## config.mk

```make
export PLATFORM = sky130hd
export DESIGN_NAME = interval_delay
export DESIGN_NICKNAME = d
export VERILOG_FILES = /design/src/hdl/bwt_ext_pkg.sv /design/src/hdl/interval_delay.sv
export SDC_FILE = /design/constraint.sdc
export NUM_CORES = 2
export LEC_CHECK = 0
export ABC_CLOCK_PERIOD_IN_PS = 61500
export BUFFER_PORTS_ARGS = -buffer_cell sky130_fd_sc_hd__buf_4
export CAP_MARGIN = 20
export CELL_PAD_IN_SITES_DETAIL_PLACEMENT = 0
export CELL_PAD_IN_SITES_GLOBAL_PLACEMENT = 1
export CORE_MARGIN = 2
export CORE_UTILIZATION = 51
export CTS_CLUSTER_SIZE = 30
export DETAILED_ROUTE_END_ITERATION = 7
export PLACE_DENSITY_LB_ADDON = 0.1
export SETUP_SLACK_MARGIN = 0.4
export SYNTH_ARGS = -nofsm -noshare
export SYNTH_HDL_FRONTEND = slang
export SYNTH_SLANG_ARGS = --single-unit
```

## constraint.sdc

```tcl
create_clock -name Clk_32UI -period 61.5 [get_ports Clk_32UI]
set_input_delay 9.225 -clock Clk_32UI [delete_from_list [all_inputs] [get_ports Clk_32UI]]
set_output_delay 9.225 -clock Clk_32UI [all_outputs]
set_load 0.005 [all_outputs]
```

## src/hdl/bwt_ext_pkg.sv

```systemverilog
// BWT extension shared types

package bwt_ext_pkg;

	// ----------------------------------------------------------------------
	// widths with a meaning
	// ----------------------------------------------------------------------

	// position or interval bound in the BWT
	typedef logic [63:0] bwt_idx_t;
	// occurrence count of one base
	typedef logic [31:0] occ_cnt_t;
	// 32 bases, 2 bits each
	typedef logic [63:0] bwt_word_t;
	// four 8-bit base counters, code c in byte c
	typedef logic [31:0] byte_cnt_t;

	// ----------------------------------------------------------------------
	// fixed pipeline values
	// ----------------------------------------------------------------------

	localparam int OCC_LATENCY = 7;
	localparam int EXT_STAGES  = 5;
	localparam int NUM_BASES   = 4;
	localparam int TABLE_DEPTH = 256;

	// one occurrence request, checkpoints plus the 128-base block
	typedef struct packed {
		bwt_idx_t                  pos;
		occ_cnt_t  [NUM_BASES-1:0] cnt;
		bwt_word_t [NUM_BASES-1:0] word;
	} occ_req_t;

	typedef struct packed {
		occ_cnt_t [NUM_BASES-1:0] cnt;
	} occ_result_t;

	typedef struct packed {
		bwt_idx_t x0;
		bwt_idx_t x1;
		bwt_idx_t x2;
	} bi_interval_t;

	// indexed by base code
	typedef struct packed {
		bi_interval_t [NUM_BASES-1:0] ok;
	} ext_set_t;

	typedef struct packed {
		bwt_idx_t [NUM_BASES-1:0] l2;
	} cum_cnt_t;

endpackage

```

## src/hdl/interval_delay.sv

```systemverilog
// Interval alignment delay

`timescale 1ns/1ps

module interval_delay (
	input  logic                      Clk_32UI,
	input  logic                      stall,
	input  bwt_ext_pkg::bi_interval_t ik,
	output bwt_ext_pkg::bi_interval_t ik_aligned,
	output bwt_ext_pkg::bwt_idx_t     x1_plus_x2
);

	localparam int LAST = bwt_ext_pkg::OCC_LATENCY - 1;

	// matches the occurrence pipeline depth
	bwt_ext_pkg::bi_interval_t ik_d [1:LAST];

	always_ff @(posedge Clk_32UI) begin
		if (!stall) begin
			ik_d[1] <= ik;
			for (int s = 2; s <= LAST; s++) begin
				ik_d[s] <= ik_d[s-1];
			end
			ik_aligned <= ik_d[LAST];
			// upper bound for the sentinel test
			x1_plus_x2 <= ik_d[LAST].x1 + ik_d[LAST].x2;
		end
	end

endmodule

```

==> run_results.csv <==
group,metric,value,unit
status,status,"finished clean",
drt,drc,0,
logic_synthesis,synth_area_leaders,"edfxtp_1 92%, ha_1 1.7%, a21oi_1 0.83%, xnor2_1 0.72%, a21o_1 0.54%",
clock_network,clock_latency,0.72,ns
drt,firstDrtPassIters,5,
global_routing,grt_pass1_vias,19281,
critical_path,cp.depth,6,
sta,rsz0062_at_grt,"false",
sta,setup_tns,0,ns
pwr,p_leak,19.9,nW
cells_and_area,drive_gt1_frac,0.254,
placement,gp_congestion,0.846,
clock_network,ctsResizeCount,0,
sta,setup_violations,0,
clock_network,cts_buffers,140,
critical_path,cp-end-kind,"register",
critical_path,r2r_start,"ik_d[0][1152]$_DFFE_PN_",
critical_path,critPathLaunch,"stall",
global_routing,grt_max_degree,218,
drt,viasPerCell,5.01,
logic_synthesis,seq_area_frac_synth,0.918,
critical_path,startpoint_type,"primary input",
floorplanning,die_area,92700,um2
logic_synthesis,netlist.top_cell.by_area,"edfxtp_1",
floorplanning,core_area,89700,um2
clock_network,clock-root-buffer,"clkbuf_16",
critical_path,required,61.82,ns
cells_and_area,area_growth,20.7,%
sta,min_period,12.88,ns
critical_path,ff2ff_setup_slack,57.63,ns
sta,hold_viol_final,0,
global_routing,antenna_found_initial,7,
clock_network,postCtsSetupBuffers,0,
job,maxCapViolCount,0,
drt,dr_total_vias,19244,
cells_and_area,layout.nets,2803,
logic_synthesis,async_flop_share,0,
clock_network,clock_sinks,1408,
drt,drtIter0Drc,1611,
sta,period_share,0.209,
critical_path,cp_common_cell,"buf_4",
cells_and_area,fill_cells,6301,
sta,maxSlewViolCount,0,
clock_network,cts.clk_slew.worst_paths,0.06,ns
critical_path,critical_path.top_delay_family,"buffers and inverters",
hold_path,worstHoldPathType,"register to register",
floorplanning,io_pins,450,
sta,finClkSkew,0.0233,ns
critical_path,path_max_fanout,138,
global_routing,grt_overflow,0,
global_routing,grt_use_total,0.164,
logic_synthesis,syn_area,46100,um2
logic_synthesis,syn_inst,1960,
logic_synthesis,ys.warnings.count,0,
floorplanning,placementRows,110,
drt,wl,76.4,mm
logic_synthesis,synthDistinctLibCells,63,
clock_network,htreeDepth,4,
critical_path,crit_type,"primary input to register",
critical_path,cpPeakStageDelay,0.92,ns
floorplanning,die_y,305,um
critical_path,r2r-end,"x1_plus_x2[44]$_DFFE_PN_",
drt,ant_nets,0,
cells_and_area,final_common_cell,"edfxtp_1",
clock_network,cts_buffer_depth,3,
pwr,power.density,37.6,nW/um2
floorplanning,die_w,305,um
clock_network,ctsHoldBuffers,0,
critical_path,path_cells,"buf_4, inv_8, buf_4, buf_4, buf_4, buf_4",
sta,max_clock_freq,77.6,MHz
logic_synthesis,ys_ff_latch,1408,
logic_synthesis,syn_avg_cell_area,23.5,um2
critical_path,crit_path_top_delay_cell,"buf_4",
critical_path,cp.arrival,13.20,ns
critical_path,endpoint,"ik_d[0][1216]$_DFFE_PN_",
placement,dp_hpwl,49.7,mm
hold_path,whs_path_depth,0,
logic_synthesis,syn_nets,2218,
logic_synthesis,synthFlopType,"edfxtp_1",
global_routing,grt_pass1_wl,114,mm
sta,whs,0.403,ns
logic_synthesis,yosys.area.top_type_share,0.918,
critical_path,path_buf_inv,6,
sta,tightest_slew,1.22,ns
cells_and_area,post-route-util,0.619,
placement,placement.io_buffers,449,
pwr,irDropWorstVdd,0.0291,mV
clock_network,cts_tree,"done",
cells_and_area,mostFrequentLayoutCells,"1,408 x edfxtp_1, 455 x buf_4, 145 x clkbuf_16",
logic_synthesis,synth_edf_count,1408,
drt,wire_per_inst,19.9,um
sta,slew_headroom,0.185,
critical_path,reg2regPathDepth,11,
floorplanning,start_util,0.513,
-- layer usage --
| layer | global-route usage | vias up | part of all wire |
|---|---|---|---|
| li1 | - | 9044 | - |
| met1 | 0.204 | 9485 | 0.39 |
| met2 | 0.270 | 553 | 0.50 |
| met4 | 0.0601 | 12 | 0.026 |
| met5 | 0 | - | 0.00097 |
| met3 | 0.0549 | 150 | 0.078 |
-- registers in the layout, summed over array words and instances (netlist names) --
register / flops
ik_aligned: 192
x1_plus_x2: 64
ik_d: 1152
-- cell type report --
class | count | area [um2] | area share
Multi-Input combinational cell | 520 | 3600 | 0.0648
Clock inverter | 85 | 867 | 0.0156
Sequential cell | 1408 | 42300 | 0.761
Tap cell | 1176 | 1470 | 0.0265
Clock buffer | 173 | 3730 | 0.0672
Timing Repair Buffer | 461 | 3550 | 0.0639
Inverter | 14 | 60.1 | 0.00108
Antenna cell | 1 | 2.50 | 0.0000450
-- worst reg2reg max path, stage by stage, from the launching register on --
cell and delay, ns:
edfxtp_1 0.41, ha_1 0.28, fa_1 0.43, a21oi_1 0.22, nor2_1 0.12, nor4_2 0.54
nor2_1 0.22, a21oi_2 0.36, a21oi_1 0.20, o32ai_1 0.51, o21ai_1 0.17, xor2_1 0.16
-- report_power, final --
part / leakage (nW) / total, mW / internal (mW) / switching [mW]
registers: 13.8 / 1.15 / 1.13 / 0.0189
clock network: 2.23 / 0.836 / 0.493 / 0.343
logic: 3.90 / 0.0994 / 0.0412 / 0.0582
-- stage by stage --
step	setup slack [ns]	area [um2]	power (mW)	instances
2_1_floorplan	23.49	46100	1.27	1960
3_3_place_gp	47.59	50900	1.27	3577
3_5_place_dp	47.34	50900	1.27	3577
4_1_cts	48.13	55500	2.11	3835
5_1_grt	48.29	55600	2.17	3838
6_report	48.62	55600	2.09	3838
-- cells in the mapped netlist, types with 15 or more instances --
| cell | instances |
|---|---|
| edfxtp_1 | 1408 |
| o21ai_1 | 17 |
| o21bai_1 | 15 |
| a21oi_1 | 76 |
| nor2_1 | 44 |
| o21ai_0 | 28 |
| ha_1 | 63 |
| xnor2_1 | 38 |
| xor2_1 | 23 |
| nand4_1 | 19 |
| nand2_1 | 51 |
| a21o_1 | 33 |
-- worst min-delay path by stage --
stage	start	end	slack, ns
after floorplan	ik_d[0][1280]$_DFFE_PN_	ik_aligned[128]$_DFFE_PN_	0.40
after global placement	ik_d[0][950]$_DFFE_PN_	ik_d[0][1142]$_DFFE_PN_	0.40
after detailed placement	ik_d[0][1289]$_DFFE_PN_	ik_aligned[137]$_DFFE_PN_	0.40
after CTS	ik_d[0][1318]$_DFFE_PN_	ik_aligned[166]$_DFFE_PN_	0.40
after global routing	ik_d[0][437]$_DFFE_PN_	ik_d[0][629]$_DFFE_PN_	0.41
final	ik_d[0][981]$_DFFE_PN_	ik_d[0][1173]$_DFFE_PN_	0.40
-- kinds of logic (layout without fill, tap and decap cells) --
group / Yosys count / in the layout / synth area share
xor+xnor: 61 / 61 / 0.0116
flops: 1408 / 1408 / 0.918
other cells: 0 / 1 / 0
buf+inv: 32 / 733 / 0.00375
fa+ha+maj: 64 / 64 / 0.0176
compound gates: 218 / 218 / 0.0297
simple gates: 177 / 177 / 0.0193
(Power assumes the default switching activity.)
